File: config.mk
export PLATFORM = sky130hd
export DESIGN_NAME = opsum_unit
export DESIGN_NICKNAME = d
export VERILOG_FILES = /design/src/rtl/opsum_pkg.sv /design/src/rtl/glb_writer.sv /design/src/rtl/opsum_buffer.sv /design/src/rtl/opsum_unit.sv /design/src/rtl/psum_reducer.sv
export SDC_FILE = /design/constraint.sdc
export NUM_CORES = 1
export LEC_CHECK = 0
export ABC_CLOCK_PERIOD_IN_PS = 34800
export BUFFER_PORTS_ARGS = -buffer_cell sky130_fd_sc_hd__buf_2
export CORE_UTILIZATION = 40
export CTS_CLUSTER_SIZE = 16
export DETAILED_ROUTE_END_ITERATION = 10
export GPL_ROUTABILITY_DRIVEN = 1
export PLACE_DENSITY_LB_ADDON = 0.2
export SLEW_MARGIN = 20
export SYNTH_ARGS = -nofsm -noshare
export SYNTH_HDL_FRONTEND = slang
export SYNTH_SLANG_ARGS = --single-unit
File: constraint.sdc
create_clock -name clk -period 34.8 [get_ports clk]
set_input_delay 1.74 -clock clk [delete_from_list [all_inputs] [get_ports clk]]
set_output_delay 1.74 -clock clk [all_outputs]
set_load 0.005 [all_outputs]
File: src/rtl/opsum_pkg.sv
package opsum_pkg;

  // ------------------------------
  // widths
  // ------------------------------
  localparam int PSUM_W = 16;           // one row partial sum
  localparam int WORD_W = 32;           // one GLB data word, two rows
  localparam int ADDR_W = 16;           // GLB word address

  // ------------------------------
  // data types
  // ------------------------------

  // signed partial sum coming out of the PE array
  typedef logic signed [PSUM_W-1:0] psum_t;

  // GLB word; lower row of the pair sits in bits [15:0]
  typedef logic [WORD_W-1:0] glb_word_t;

  // GLB word address
  typedef logic [ADDR_W-1:0] glb_addr_t;

  // saturation limits for psum_t
  localparam psum_t PSUM_MAX = {1'b0, {(PSUM_W-1){1'b1}}};
  localparam psum_t PSUM_MIN = {1'b1, {(PSUM_W-1){1'b0}}};

  // ------------------------------
  // writer FSM
  // ------------------------------
  typedef enum logic [1:0] {
    wr_idle,      // waiting for drain
    wr_request,   // first cycle of a bus cycle
    wr_wait_ack,  // holding the bus cycle
    wr_gap        // cyc low for one cycle after ack
  } wr_state_t;

endpackage

File: src/rtl/glb_writer.sv
`timescale 1ns/100ps

module glb_writer
  import opsum_pkg::*;
#(
  parameter glb_addr_t GLB_BASE = 16'h0100
) (
  input  logic      clk,
  input  logic      reset,
  input  logic      drain,
  input  logic      has_data,
  input  glb_word_t beat_word,
  output logic      busy,
  output logic      beat_done,
  output logic      wb_cyc,
  output logic      wb_stb,
  output logic      wb_we,
  output glb_addr_t wb_adr,
  output glb_word_t wb_dat_o,
  output logic [3:0] wb_sel,
  input  logic      wb_ack
);

  wr_state_t state;
  wr_state_t state_nxt;
  logic      load_word;

  // ------------------------------
  // bus outputs, decoded from state
  // ------------------------------
  assign wb_cyc = (state == wr_request) || (state == wr_wait_ack);
  assign wb_stb = wb_cyc;
  assign wb_we  = wb_cyc;   // write-only master
  assign wb_sel = 4'hf;

  assign busy      = (state != wr_idle);
  assign beat_done = wb_cyc && wb_ack;  // one pulse per ack

  // ------------------------------
  // drain FSM
  // ------------------------------
  always_comb begin
    state_nxt = state;
    case (state)
      wr_idle: begin
        if (drain) begin
          // empty buffer still shows busy for one cycle via gap
          state_nxt = has_data ? wr_request : wr_gap;
        end
      end
      wr_request: begin
        state_nxt = wb_ack ? wr_gap : wr_wait_ack;
      end
      wr_wait_ack: begin
        if (wb_ack) begin
          state_nxt = wr_gap;
        end
      end
      wr_gap: begin
        state_nxt = has_data ? wr_request : wr_idle;
      end
      default: state_nxt = wr_idle;
    endcase
  end

  always_ff @(posedge clk or negedge reset) begin
    if (!reset) begin
      state <= wr_idle;
    end else begin
      state <= state_nxt;
    end
  end

  // request is never re-entered from itself, so this is the entry edge
  assign load_word = (state_nxt == wr_request);

  always_ff @(posedge clk) begin
    if (load_word) begin
      wb_dat_o <= beat_word;  // held until ack
    end
  end

  // ------------------------------
  // GLB address counter
  // ------------------------------

  // keeps counting across drains
  always_ff @(posedge clk or negedge reset) begin
    if (!reset) begin
      wb_adr <= GLB_BASE;
    end else if (beat_done) begin
      wb_adr <= wb_adr + 1'b1;
    end
  end

  // slow slave only stretches the cycle; data and address stay put
  a_hold_until_ack: assert property (
    @(posedge clk) disable iff (!reset)
    wb_stb && !wb_ack |=> wb_stb && wb_cyc && $stable(wb_adr) && $stable(wb_dat_o)
  );

endmodule

File: src/rtl/opsum_buffer.sv
`timescale 1ns/100ps

module opsum_buffer
  import opsum_pkg::*;
#(
  parameter int ROW_NUM    = 8,
  parameter int FIFO_DEPTH = 4
) (
  input  logic                      clk,
  input  logic                      reset,
  input  logic                      red_valid,
  input  psum_t [ROW_NUM-1:0]       red_sum,
  output logic                      store_ready,
  input  logic                      busy,
  output logic                      has_data,
  output glb_word_t                 beat_word,
  input  logic                      beat_done
);

  localparam int OCC_W  = $clog2(FIFO_DEPTH + 1);
  localparam int SLOT_W = (FIFO_DEPTH > 1) ? $clog2(FIFO_DEPTH) : 1;
  localparam int BEAT_W = (ROW_NUM > 2) ? $clog2(ROW_NUM / 2) : 1;
  localparam int ROW_W  = BEAT_W + 1;

  // slot 0 holds the newest set, slot occ-1 the oldest
  psum_t [FIFO_DEPTH-1:0] fifo [ROW_NUM];

  logic [OCC_W-1:0]  occ;
  logic [BEAT_W-1:0] beat;
  logic              last_beat;
  logic              store;
  logic              pop;
  logic [SLOT_W-1:0] rd_slot;
  logic [ROW_W-1:0]  row_lo;
  logic [ROW_W-1:0]  row_hi;

  // ------------------------------
  // store side
  // ------------------------------

  // no stores during a drain, so stores and pops never meet
  assign store_ready = !busy && (occ != OCC_W'(FIFO_DEPTH));
  assign store       = red_valid && store_ready;

  for (genvar r = 0; r < ROW_NUM; r++) begin : g_row
    always_ff @(posedge clk) begin
      if (store) begin
        fifo[r][0] <= red_sum[r];
        for (int k = 1; k < FIFO_DEPTH; k++) begin
          fifo[r][k] <= fifo[r][k-1];  // older sets move one slot down
        end
      end
    end
  end

  // ------------------------------
  // occupancy and beat counter
  // ------------------------------
  assign last_beat = (beat == BEAT_W'(ROW_NUM / 2 - 1));
  assign pop       = beat_done && last_beat;  // last row pair of the oldest set
  assign has_data  = (occ != '0);

  always_ff @(posedge clk or negedge reset) begin
    if (!reset) begin
      occ <= '0;
    end else if (store) begin
      occ <= occ + 1'b1;
    end else if (pop) begin
      occ <= occ - 1'b1;  // oldest set dropped and no data moves
    end
  end

  always_ff @(posedge clk or negedge reset) begin
    if (!reset) begin
      beat <= '0;
    end else if (beat_done) begin
      if (last_beat) begin
        beat <= '0;
      end else begin
        beat <= beat + 1'b1;
      end
    end
  end

  // ------------------------------
  // beat word select
  // ------------------------------

  // oldest occupied slot; partly filled FIFOs drain from the right place
  assign rd_slot = (occ == '0) ? '0 : SLOT_W'(occ - 1'b1);
  assign row_lo  = {beat, 1'b0};
  assign row_hi  = {beat, 1'b1};

  always_comb begin
    beat_word = {fifo[row_hi][rd_slot], fifo[row_lo][rd_slot]};  // lower row low
  end

  // ------------------------------
  // checks
  // ------------------------------

  // writer only acks while draining a buffer that has something in it
  a_pop_with_data: assert property (
    @(posedge clk) disable iff (!reset)
    beat_done |-> has_data && busy
  );

  // a store never lands on a pop cycle
  a_store_no_pop: assert property (
    @(posedge clk) disable iff (!reset)
    store |-> !beat_done
  );

endmodule

File: src/rtl/opsum_unit.sv
`timescale 1ns/100ps

module opsum_unit
  import opsum_pkg::*;
#(
  parameter int        ROW_NUM    = 8,
  parameter int        FIFO_DEPTH = 4,
  parameter glb_addr_t GLB_BASE   = 16'h0100
) (
  input  logic                 clk,
  input  logic                 reset,
  // PE array side
  input  logic                 in_valid,
  input  psum_t [ROW_NUM-1:0]  psum_a,
  input  psum_t [ROW_NUM-1:0]  psum_b,
  output logic                 in_ready,
  // drain control
  input  logic                 drain,
  output logic                 busy,
  // GLB, Wishbone classic master
  output logic                 wb_cyc,
  output logic                 wb_stb,
  output logic                 wb_we,
  output glb_addr_t            wb_adr,
  output glb_word_t            wb_dat_o,
  output logic [3:0]           wb_sel,
  input  logic                 wb_ack
);

  // ------------------------------
  // internal links
  // ------------------------------
  logic                red_valid;
  psum_t [ROW_NUM-1:0] red_sum;
  logic                store_ready;
  logic                has_data;
  glb_word_t           beat_word;
  logic                beat_done;

  psum_reducer #(
    .ROW_NUM     (ROW_NUM)
  ) reducer0 (
    .clk         (clk),
    .reset       (reset),
    .in_valid    (in_valid),
    .psum_a      (psum_a),
    .psum_b      (psum_b),
    .in_ready    (in_ready),
    .red_valid   (red_valid),
    .red_sum     (red_sum),
    .store_ready (store_ready)
  );

  opsum_buffer #(
    .ROW_NUM     (ROW_NUM),
    .FIFO_DEPTH  (FIFO_DEPTH)
  ) buffer0 (
    .clk         (clk),
    .reset       (reset),
    .red_valid   (red_valid),
    .red_sum     (red_sum),
    .store_ready (store_ready),
    .busy        (busy),        // stores blocked while draining
    .has_data    (has_data),
    .beat_word   (beat_word),
    .beat_done   (beat_done)
  );

  glb_writer #(
    .GLB_BASE    (GLB_BASE)
  ) writer0 (
    .clk         (clk),
    .reset       (reset),
    .drain       (drain),
    .has_data    (has_data),
    .beat_word   (beat_word),
    .busy        (busy),
    .beat_done   (beat_done),
    .wb_cyc      (wb_cyc),
    .wb_stb      (wb_stb),
    .wb_we       (wb_we),
    .wb_adr      (wb_adr),
    .wb_dat_o    (wb_dat_o),
    .wb_sel      (wb_sel),
    .wb_ack      (wb_ack)
  );

endmodule

File: src/rtl/psum_reducer.sv
`timescale 1ns/100ps

module psum_reducer
  import opsum_pkg::*;
#(
  parameter int ROW_NUM = 8
) (
  input  logic                      clk,
  input  logic                      reset,
  input  logic                      in_valid,
  input  psum_t [ROW_NUM-1:0]       psum_a,
  input  psum_t [ROW_NUM-1:0]       psum_b,
  output logic                      in_ready,
  output logic                      red_valid,
  output psum_t [ROW_NUM-1:0]       red_sum,
  input  logic                      store_ready
);

  psum_t [ROW_NUM-1:0] sum_next;
  logic                load;

  // add with one extra bit, clamp when the sign bits disagree
  function automatic psum_t sat_add(input psum_t a, input psum_t b);
    logic signed [PSUM_W:0] wide;
    wide = {a[PSUM_W-1], a} + {b[PSUM_W-1], b};
    if (wide[PSUM_W] != wide[PSUM_W-1]) begin
      return wide[PSUM_W] ? PSUM_MIN : PSUM_MAX;
    end
    return wide[PSUM_W-1:0];
  endfunction

  // ------------------------------
  // row-wise saturating add
  // ------------------------------
  always_comb begin
    for (int r = 0; r < ROW_NUM; r++) begin
      sum_next[r] = sat_add(psum_a[r], psum_b[r]);
    end
  end

  // free slot, or the held sum leaves this cycle
  assign in_ready = !red_valid || store_ready;
  assign load     = in_valid && in_ready;

  // ------------------------------
  // output register
  // ------------------------------
  always_ff @(posedge clk or negedge reset) begin
    if (!reset) begin
      red_valid <= 1'b0;
    end else if (load) begin
      red_valid <= 1'b1;
    end else if (store_ready) begin
      red_valid <= 1'b0;          // taken by the buffer
    end
  end

  always_ff @(posedge clk) begin
    if (load) begin
      red_sum <= sum_next;
    end
  end

  // a refused sum must wait unchanged for the buffer
  a_hold_on_stall: assert property (
    @(posedge clk) disable iff (!reset)
    red_valid && !store_ready |=> red_valid && $stable(red_sum)
  );

endmodule

Yosys cells after proc, flatten, opt, wreduce, memory -nomap -nowiden
Memory sizes are Yosys's and may differ from the RTL's.
Cells that the tools add are included.
- muxes and demuxes: 50
- reduce and logical (&&, ||, !) cells: 15
- magnitude comparators: 1
- bitwise operators: 0
- div/mod/pow operators: 0
- equal/unequal tests: 14
- add/sub/neg operators: 12
- shift-type cells: 0
- $mul: 0
- operator list (operator ; count):
    2-to-1 mux 16 bit ; 26
    adder 16 x 16 -> 17 bit ; 8
    binary-select mux 16 bit (select 2 bit) ; 2
    adder 16 x 1 -> 16 bit (second input constant) ; 1
    2-to-1 mux 1 bit ; 14
    2-to-1 mux 2 bit ; 5
    inequality test 1 bit ; 8
    case mux 2 bit (4 select lines) ; 1
    == test 2 bit (second input constant) ; 3
    2-to-1 mux 3 bit ; 2
    nonzero test 2 bit ; 3
    logical AND 1 bit ; 5
    == test 2 x 1 -> 1 bit (second input constant) ; 2
    adder 3 x 1 -> 3 bit (second input constant) ; 1
    logical NOT 3 bit ; 1
    less-than comparator 2 x 3 -> 1 bit (second input constant) ; 1
    inequality test 3 bit (second input constant) ; 1
    nonzero test 3 bit ; 1
    subtractor 3 x 1 -> 3 bit (second input constant) ; 1
    adder 2 x 1 -> 2 bit (second input constant) ; 1
    logical NOT 1 bit ; 2
    logical NOT 2 bit ; 1
    logical OR 1 bit ; 2
- word-level logic and storage cells: 107
- flip-flop bits (word level): 184
- bits in writable memories: 512
- bits of input ports: 261
- ROM bits: 0
- output and inout port bits: 57
- bits in latches: 0
- memories: 1
- memory list (memory ; depth ; bits a word ; read ports ; clocked after memory_dff ; wr ports ; line ; text):
    buffer0.fifo ; 8 ; 64 ; 10 ; 0 ; 8 ; opsum_buffer.sv:26 ; psum_t [FIFO_DEPTH-1:0] fifo [ROW_NUM];

Depth between registers and ports, before layout
Gate-level depths: netlist of the first run.
- word-level depth: 6
- gate-level depth with buffers: 13
- gate-level depth less buffers: 11

Hierarchy
A second synthesis of the first run with hierarchy kept.
- cell total of the unflattened synthesis: 2244
- area total of the unflattened synthesis: 33537.2 um2
- by module, submodules not included (module ; seq. area each (um2) ; cells an instance ; times used ; area each (um2)):
    opsum_buffer ; 15499.9 ; 811 ; 1 ; 19399.9
    psum_reducer ; 3868.7 ; 1314 ; 1 ; 12205.5
    glb_writer ; 1412.6 ; 119 ; 1 ; 1931.9

Worst setup path before layout of the first run
OpenSTA, ideal clock, no wires.
- path type: register -> register
- from: register buffer0.occ[0]
- to: register buffer0.occ[1]
- cell stages (with the launch flop): 7
- setup slack: 22396 ps
- required time: 34200 ps
- clock period less this slack: 12404 ps
- data arrival time: 11804 ps
- path buffers: 0
- library setup time: 600 ps
- cells stage by stage: dfrtp_1 -> inv_1 -> ha_1 -> ha_1 -> nand3b_1 -> inv_1 -> o311ai_0
- word-level cells in the longest chain between the ends: 4
- elaborated cells on any way between the ends: 8
- those cells by class: 2 x add/sub; 1 x eq/ne; 2 x mux; 3 x reduce/logical
- ends and longest elaborated chain (element ; line ; text):
    start, declared ; opsum_buffer.sv:28 ; logic [OCC_W-1:0] occ;
    start signal, assigned ; opsum_buffer.sv:67 ; occ <= occ + 1'b1;
    start signal, assigned ; opsum_buffer.sv:69 ; occ <= occ - 1'b1;
    inequality test 3 bit * ; opsum_buffer.sv:42 ; assign store_ready = !busy && (occ != OCC_W'(FIFO_DEPTH));
    logical AND 1 bit * ; opsum_buffer.sv:42 ;
    logical AND 1 bit * ; opsum_buffer.sv:43 ; assign store = red_valid && store_ready;
    net buffer0.store ; opsum_buffer.sv:31 ; logic store;
    2-to-1 mux 3 bit / nonzero test 2 bit (equally long branches) ; n/a ;
Mark *: on every way through the listed nets, which the timed path passes. The rest lies on a longest branch. The select of a mux whose other input is x is not followed.
A chain may end at the register's enable or synchronous reset.

==> flow_summary.ini, run 1 <==
[hold_path]
hold_start = reducer0.red_sum[112]$_DFFE_PP_
whs_endpoint = buffer0.fifo[3][64]$_DFFE_PP_
hp-class = reg -> reg
hold_depth = 0

[sta]
tns_ns = 0
setup_violations = 0
grt_setup_unrepaired = false
fin_crit_sh_pct = 14.13
fin_crit_ns = 4.917
clock_skew_ns = 0.02488
max_freq_ghz = 0.2034
hold_viol_final = 0
maxSlewViolCount = 0
slew_headroom_pct = 30.46
tightestPinTransition_ns = 1.043
hold_slack_ns = 0.4121

[placement]
dp_cells = 3816
routabilityCongestion = 0.8268
dpl.hpwl_um = 54110
io_buffer_count = 313

[worst_setup_path]
reg2reg_depth = 8
crit_fanout = 105
critPathRequiredTime_ns = 35.01
end_kind = flip-flop
worst-r2r-setup-slack_ns = 29.88
startpoint_type = flip-flop
r2r_end = buffer0.fifo[2][79]$_DFFE_PP_
crit_type = reg -> reg
arrival_ns = 5.13
r2r-start = buffer0.occ[0]$_DFFE_PN0P_

[synthesis]
synth_area_um2 = 34480
synth_xor_area_share_pct = 2.540
synthMuxAreaShare_pct = 9.137
ys.flop_type = edfxtp_1
synth_cells = 2451
async_flop_share_pct = 3.448
synth_top_area_share_pct = 58.52
synth-compound-area-share_pct = 12.05
yosysTopAreaCell = edfxtp_1
synthSimpleGateAreaFrac_pct = 6.571
seq_area_frac_synth_pct = 60.27
ys_top_cells_by_area = edfxtp_1 59%, mux4_2 8.4%, ha_1 5.0%, a21oi_1 2.2%, nand2_1 2.0%
ys_ff_latch = 696
synth_cell_types = 89
ys_warn_count = 0
synth_fa_ha_area_share_pct = 7.225
synth_edf_count = 672
synth_top_family_by_area = compound AO/OA/AOI/OAI gates
synth_area_per_cell_um2 = 14.07

[clock_network]
cts_setup_buffers = 0
clk_pin_slew_ns = 0.06
numCtsBuffers = 73
cts_root_buffer = clkbuf_16
cts_resized = 0
clk_latency_ns = 0.61
cts_buffer_depth = 3
cts_max_level = 3
cts_hold_buf = 0
cts_tree = done
cts_num_sinks = 696

[global_routing]
grt_pass1_vias = 21270
grt_pass1_wl_um = 119300
antenna_found_initial = 6
grt_max_degree = 106
overflow = 0
grt_usage_pct = 17.46

[routing]
drt-total-wl_um = 76700
viasPerCell = 5.381
dr_total_vias = 21260
final_antenna_net_count = 0
first_pass_iters = 5
drtIter0Drc = 1876
wire_per_inst_um = 19.41
drc = 0

[die]
ios = 318
dieWidth_um = 295.6
core-area_um2 = 85280
initial_core_util_pct = 40.43
rows = 107
die_area_um2 = 87380
die_y_um = 295.6

[finish]
final_nets = 3156
drive_gt1_share_pct = 21.38
area_growth_syn_to_layout_pct = 14.61
layoutNonFillerInstCount = 3951

[power_and_ir_drop]
p_leak_nw = 14.14
ir_drop_uv = 109.6
seq_power_share_pct = 47.1
intPower_mw = 2.234
switching_share_pct = 32.57
power_frac_comb_pct = 30.4
clockPowerShare_pct = 22.5
switchingPower_mw = 1.079
power_density_nw_per_um2 = 83.83

[job]
drv_cap = 0

[status]
outcome = finished clean
-- how the worst max path moves through the flow --
stage | from | to | slack, ns | depth (start not counted)
6_report | buffer0.occ[0]$_DFFE_PN0P_ | buffer0.fifo[2][79]$_DFFE_PP_ | 29.88 | 8
5_1_grt | buffer0.occ[0]$_DFFE_PN0P_ | buffer0.fifo[3][69]$_DFFE_PP_ | 29.52 | 8
4_1_cts | buffer0.occ[0]$_DFFE_PN0P_ | buffer0.fifo[0][71]$_DFFE_PP_ | 29.53 | 8
3_5_place_dp | buffer0.occ[0]$_DFFE_PN0P_ | buffer0.fifo[0][75]$_DFFE_PP_ | 29.55 | 8
3_3_place_gp | buffer0.occ[0]$_DFFE_PN0P_ | buffer0.fifo[3][70]$_DFFE_PP_ | 29.83 | 8
2_1_floorplan | buffer0.occ[0]$_DFFE_PN0P_ | buffer0.occ[1]$_DFFE_PN0P_ | 22.40 | 6
-- kinds of logic (layout without fill, tap and decap cells) --
| kind of cell | after synthesis | after routing |
|---|---|---|
| adders and majority gates | 206 | 206 |
| buffers and inverters | 180 | 532 |
| AOI/OAI and AO/OA | 633 | 633 |
| other | 1 | 5 |
| xor gates and xnor gates | 100 | 100 |
| muxes | 154 | 154 |
| DFF | 696 | 696 |
| and+or+nand+nor | 481 | 481 |
-- registers in the layout (all words and copies together) (netlist names) --
name	flops
writer0.state	2
buffer0.beat	2
reducer0.red_valid	1
buffer0.fifo	512
reducer0.red_sum	128
writer0.wb_dat_o	32
writer0.wb_adr	16
buffer0.occ	3
-- layout by cell type (no fill, tap or decap), types with 22 or more instances in the layout --
master and n:
a211oi_1 64, a21o_1 46, a21oi_1 155, a31oi_1 66, and2_1 43, buf_2 313
clkbuf_16 75, edfxtp_1 672, ha_1 139, inv_1 68, maj3_1 58, mux4_2 128
nand2_1 182, nand3_1 30, nor2_1 103, nor3_1 31, o211ai_1 22, o21a_1 26
o21ai_0 127, xnor2_1 59, xor2_1 41
-- cells in the mapped netlist (all sizes together), types with 22 or more instances --
| library cell | n |
|---|---|
| a31oi | 67 |
| nand2 | 182 |
| edfxtp | 672 |
| buf | 37 |
| clkbuf | 71 |
| a21oi | 159 |
| xnor2 | 59 |
| xor2 | 41 |
| inv | 70 |
| mux4 | 128 |
| o21a | 26 |
| nor2 | 106 |
| a211oi | 65 |
| a21o | 47 |
| o21ai | 132 |
| nor3 | 31 |
| maj3 | 59 |
| o211ai | 22 |
| and2 | 45 |
| ha | 139 |
| dfrtp | 23 |
| nand3 | 30 |
-- per-layer routing --
| layer | wire (um) | GRT usage (%) |
|---|---|---|
| met5 | 0 | 0 |
| met4 | 1068 | 4.095 |
| met3 | 3923 | 2.533 |
| met2 | 35210 | 27.34 |
| met1 | 36500 | 25.61 |
-- per-stage QoR --
| stage | setup WS, ns | power, mW | utilization, % | area, um^2 |
|---|---|---|---|---|
| after global routing | 29.52 | 3.504 | 46.34 | 39520 |
| final | 29.88 | 3.313 | 46.34 | 39520 |
| after CTS | 29.53 | 3.358 | 46.29 | 39480 |
| after global placement | 29.83 | 2.565 | 43.57 | 37160 |
| after floorplan | 22.40 | 2.353 | - | 34490 |
| after detailed placement | 29.55 | 2.605 | 43.57 | 37160 |
-- critical path: stages (launching register included) --
cell      delay (ns)
dfrtp_1         0.41
inv_1           0.10
ha_1            0.23
ha_1            0.19
nand3b_1        0.32
inv_8           0.58
buf_6           0.71
buf_4           0.92
buf_4           0.93
-- final cells by class --
class,count,area [um^2]
antenna,1,2.502
clock buffer,91,1967
clock inverter,42,352.8
fill,7573,45760
inverter,72,277.8
multi-input combinational,1578,13010
sequential,696,20790
tap,1144,1431
timing repair buffer,327,1692
-- power groups by stage --
stage | clock, mW | sequential (mW) | combinational (mW)
4_1_cts | 0.766 | 1.57 | 1.02
2_1_floorplan | 0 | 1.61 | 0.744
5_1_grt | 0.796 | 1.60 | 1.11
3_5_place_dp | 0 | 1.59 | 1.02
6_report | 0.745 | 1.56 | 1.01
3_3_place_gp | 0 | 1.56 | 1.00
No activity file was read; power rests on OpenSTA's default activity.
==> inputs of run 2 (changes only) <==
--- a/config.mk
+++ b/config.mk
@@ -5,7 +5,8 @@
 export SDC_FILE = /design/constraint.sdc
 export NUM_CORES = 1
 export LEC_CHECK = 0
-export ABC_CLOCK_PERIOD_IN_PS = 34800
+export ABC_AREA = 1
+export ABC_CLOCK_PERIOD_IN_PS = 5000
 export BUFFER_PORTS_ARGS = -buffer_cell sky130_fd_sc_hd__buf_2
 export CORE_UTILIZATION = 40
 export CTS_CLUSTER_SIZE = 16
==> constraint.sdc (replaced) <==
create_clock -name clk -period 5 [get_ports clk]
set_input_delay 0.25 -clock clk [delete_from_list [all_inputs] [get_ports clk]]
set_output_delay 0.25 -clock clk [all_outputs]
set_load 0.005 [all_outputs]
==> flow_summary.ini, run 2 <==
[finish]
reg_top3 = buffer0.fifo x512, reducer0.red_sum x128, writer0.wb_dat_o x32
antennaDiodeCount = 0
fillCellCount = 8047
final_nets = 3776
design_area_um2 = 39290
largest_reg_flops = 512
mostFrequentLayoutCell = nand2_1
mostFrequentLayoutCells = 731 x nand2_1, 672 x edfxtp_1, 313 x buf_2
area_growth_syn_to_layout_pct = 14.27
top_register = buffer0.fifo
layoutNonFillerInstCount = 4572
post-route-util_pct = 46.14
drive_gt1_share_pct = 16.28

[synthesis]
ys.flop_type = edfxtp_1
seq_area_frac_synth_pct = 60.45
ys_warn_count = 0
yosysMostFrequentCell = nand2_1
synth_area_per_cell_um2 = 11.21
synth_top_area_share_pct = 58.70
synth_cell_types = 43
ys_ff_latch = 696
ys_top_cells_by_area = edfxtp_1 59%, nand2_1 8.0%, ha_1 5.1%, mux2i_1 3.7%, o221ai_1 3.2%
synth_edf_count = 672
yosysTopAreaCell = edfxtp_1
synthTopCellsByCount = 731 x nand2_1, 672 x edfxtp_1, 236 x nor2_1, 225 x inv_1, 139 x ha_1
synth_cells = 3067
async_flop_share_pct = 3.448
synth_area_um2 = 34380

[worst_setup_path]
crit_type = reg -> reg
r2r-start = buffer0.occ[0]$_DFFE_PN0P_
slowest_stage = buf_4
r2r_end = buffer0.fifo[0][27]$_DFFE_PP_
arrival_ns = 3.00
cp_top_family = buffers and inverters
startpoint_type = flip-flop
end_kind = flip-flop
reg2reg_depth = 6
critPathRequiredTime_ns = 5.25
critPathBufInv = 3
path_cells = inv_1, ha_2, ha_2, nor3_4, buf_4, buf_4
crit_fanout = 53
worst-r2r-setup-slack_ns = 2.25
cpPeakStageDelay_ns = 0.59

[routing]
dr_total_vias = 22600
drt-total-wl_um = 74930
wire_per_inst_um = 16.39
drtIter0Drc = 1527
first_pass_iters = 7
viasPerCell = 4.943
final_antenna_net_count = 0
drc = 0

[die]
die_y_um = 295.2
initial_core_util_pct = 40.38
die_area_um2 = 87130
rows = 107
core-area_um2 = 85150
dieWidth_um = 295.2
ios = 318

[hold_path]
whs_endpoint = writer0.state[0]$_DFF_PN0_
hp-class = in -> reg
hold_depth = 3
hold_start = wb_ack

[global_routing]
overflow = 0
grt_pass1_vias = 21350
grt_usage_pct = 17.13
antenna_found_initial = 3
grt_max_degree = 163
grt_pass1_wl_um = 117200

[sta]
hold_viol_final = 0
grt_setup_unrepaired = false
tns_ns = 0
setup_violations = 0
fin_crit_sh_pct = 55.07
hold_slack_ns = 0.03655
max_freq_ghz = 0.3632
maxSlewViolCount = 0
tightestPinTransition_ns = 1.059
clock_skew_ns = 0.03172
fin_crit_ns = 2.754
slew_headroom_pct = 29.38

[clock_network]
clk_latency_ns = 0.62
numCtsBuffers = 74
cts_setup_buffers = 0
cts_root_buffer = clkbuf_16
cts_max_level = 3
cts_tree = done
cts_num_sinks = 696
cts_resized = 0
cts_hold_buf = 3
clk_pin_slew_ns = 0.06
cts_buffer_depth = 3

[power_and_ir_drop]
p_leak_nw = 16.15
power_density_nw_per_um2 = 575.0
ir_drop_uv = 549.7

[job]
drv_cap = 0

[placement]
dp_cells = 4433
placed_cell_area_um2 = 36990
routabilityCongestion = 0.8120
io_buffer_count = 313
dpl.hpwl_um = 51090

[status]
outcome = finished clean
## run 2: cell families after synthesis
kind of cell	share of synthesized area (%)
simple gates	15.93
buf+inv	4.575
xor+xnor	2.497
mux	3.698
other cells	0.01091
flops	60.45
fa+ha+maj	5.525
compound gates	7.323
## run 2: cell type report
| cell class | count | area (um^2) | share of cell area, % |
|---|---|---|---|
| Sequential cell | 696 | 20790 | 52.92 |
| Multi-Input combinational cell | 2020 | 12080 | 30.75 |
| Clock buffer | 105 | 2032 | 5.172 |
| Inverter | 243 | 915.9 | 2.331 |
| Tap cell | 1144 | 1431 | 3.644 |
| Clock inverter | 31 | 237.7 | 0.6051 |
| Timing Repair Buffer | 333 | 1799 | 4.580 |
## run 2: per-layer routing
metal  wire length, um  up-vias  track usage, %
met4              1230        2           3.854
met2             33240      489           25.97
met5                17        -               0
li1                  -    11390               -
met3              4060      100           3.135
met1             36370    10620           25.43
## run 2: power by group
group,internal (mW),total [mW],switching (mW)
logic,2.15,6.68,4.53
clock network,2.96,5.15,2.19
registers,9.59,10.8,1.18
total,14.7,22.6,7.90
## run 2: worst register-to-register path, delay by kind of cell (launching register included)
kind / cells / cell delay, ns
buffers and inverters: 3 / 1.25
adder cells (fa/ha/maj): 2 / 0.39
AND/OR/NAND/NOR: 1 / 0.29
flip-flops: 1 / 0.44
## run 2: how the worst max path moves through the flow
stage,startpoint,endpoint,cells past startpoint,slack (ns)
after floorplan,buffer0.occ[0]$_DFFE_PN0P_,buffer0.occ[2]$_DFFE_PN0P_,7,-9.15
after global placement,buffer0.occ[0]$_DFFE_PN0P_,buffer0.fifo[2][50]$_DFFE_PP_,6,2.27
after detailed placement,buffer0.occ[0]$_DFFE_PN0P_,buffer0.fifo[0][47]$_DFFE_PP_,6,2.23
after CTS,buffer0.beat[0]$_DFFE_PN0P_,writer0.wb_dat_o[10]$_DFFE_PN_,6,2.22
after global routing,buffer0.beat[0]$_DFFE_PN0P_,writer0.wb_dat_o[11]$_DFFE_PN_,6,2.01
final,buffer0.occ[0]$_DFFE_PN0P_,buffer0.fifo[0][27]$_DFFE_PP_,6,2.25
## run 2: through the flow
step	worst slack, ns	power (mW)
3_5_place_dp	2.232	17.66
3_3_place_gp	2.271	17.59
2_1_floorplan	-9.155	13.93
6_report	2.246	22.59
4_1_cts	2.220	22.86
5_1_grt	2.015	23.98
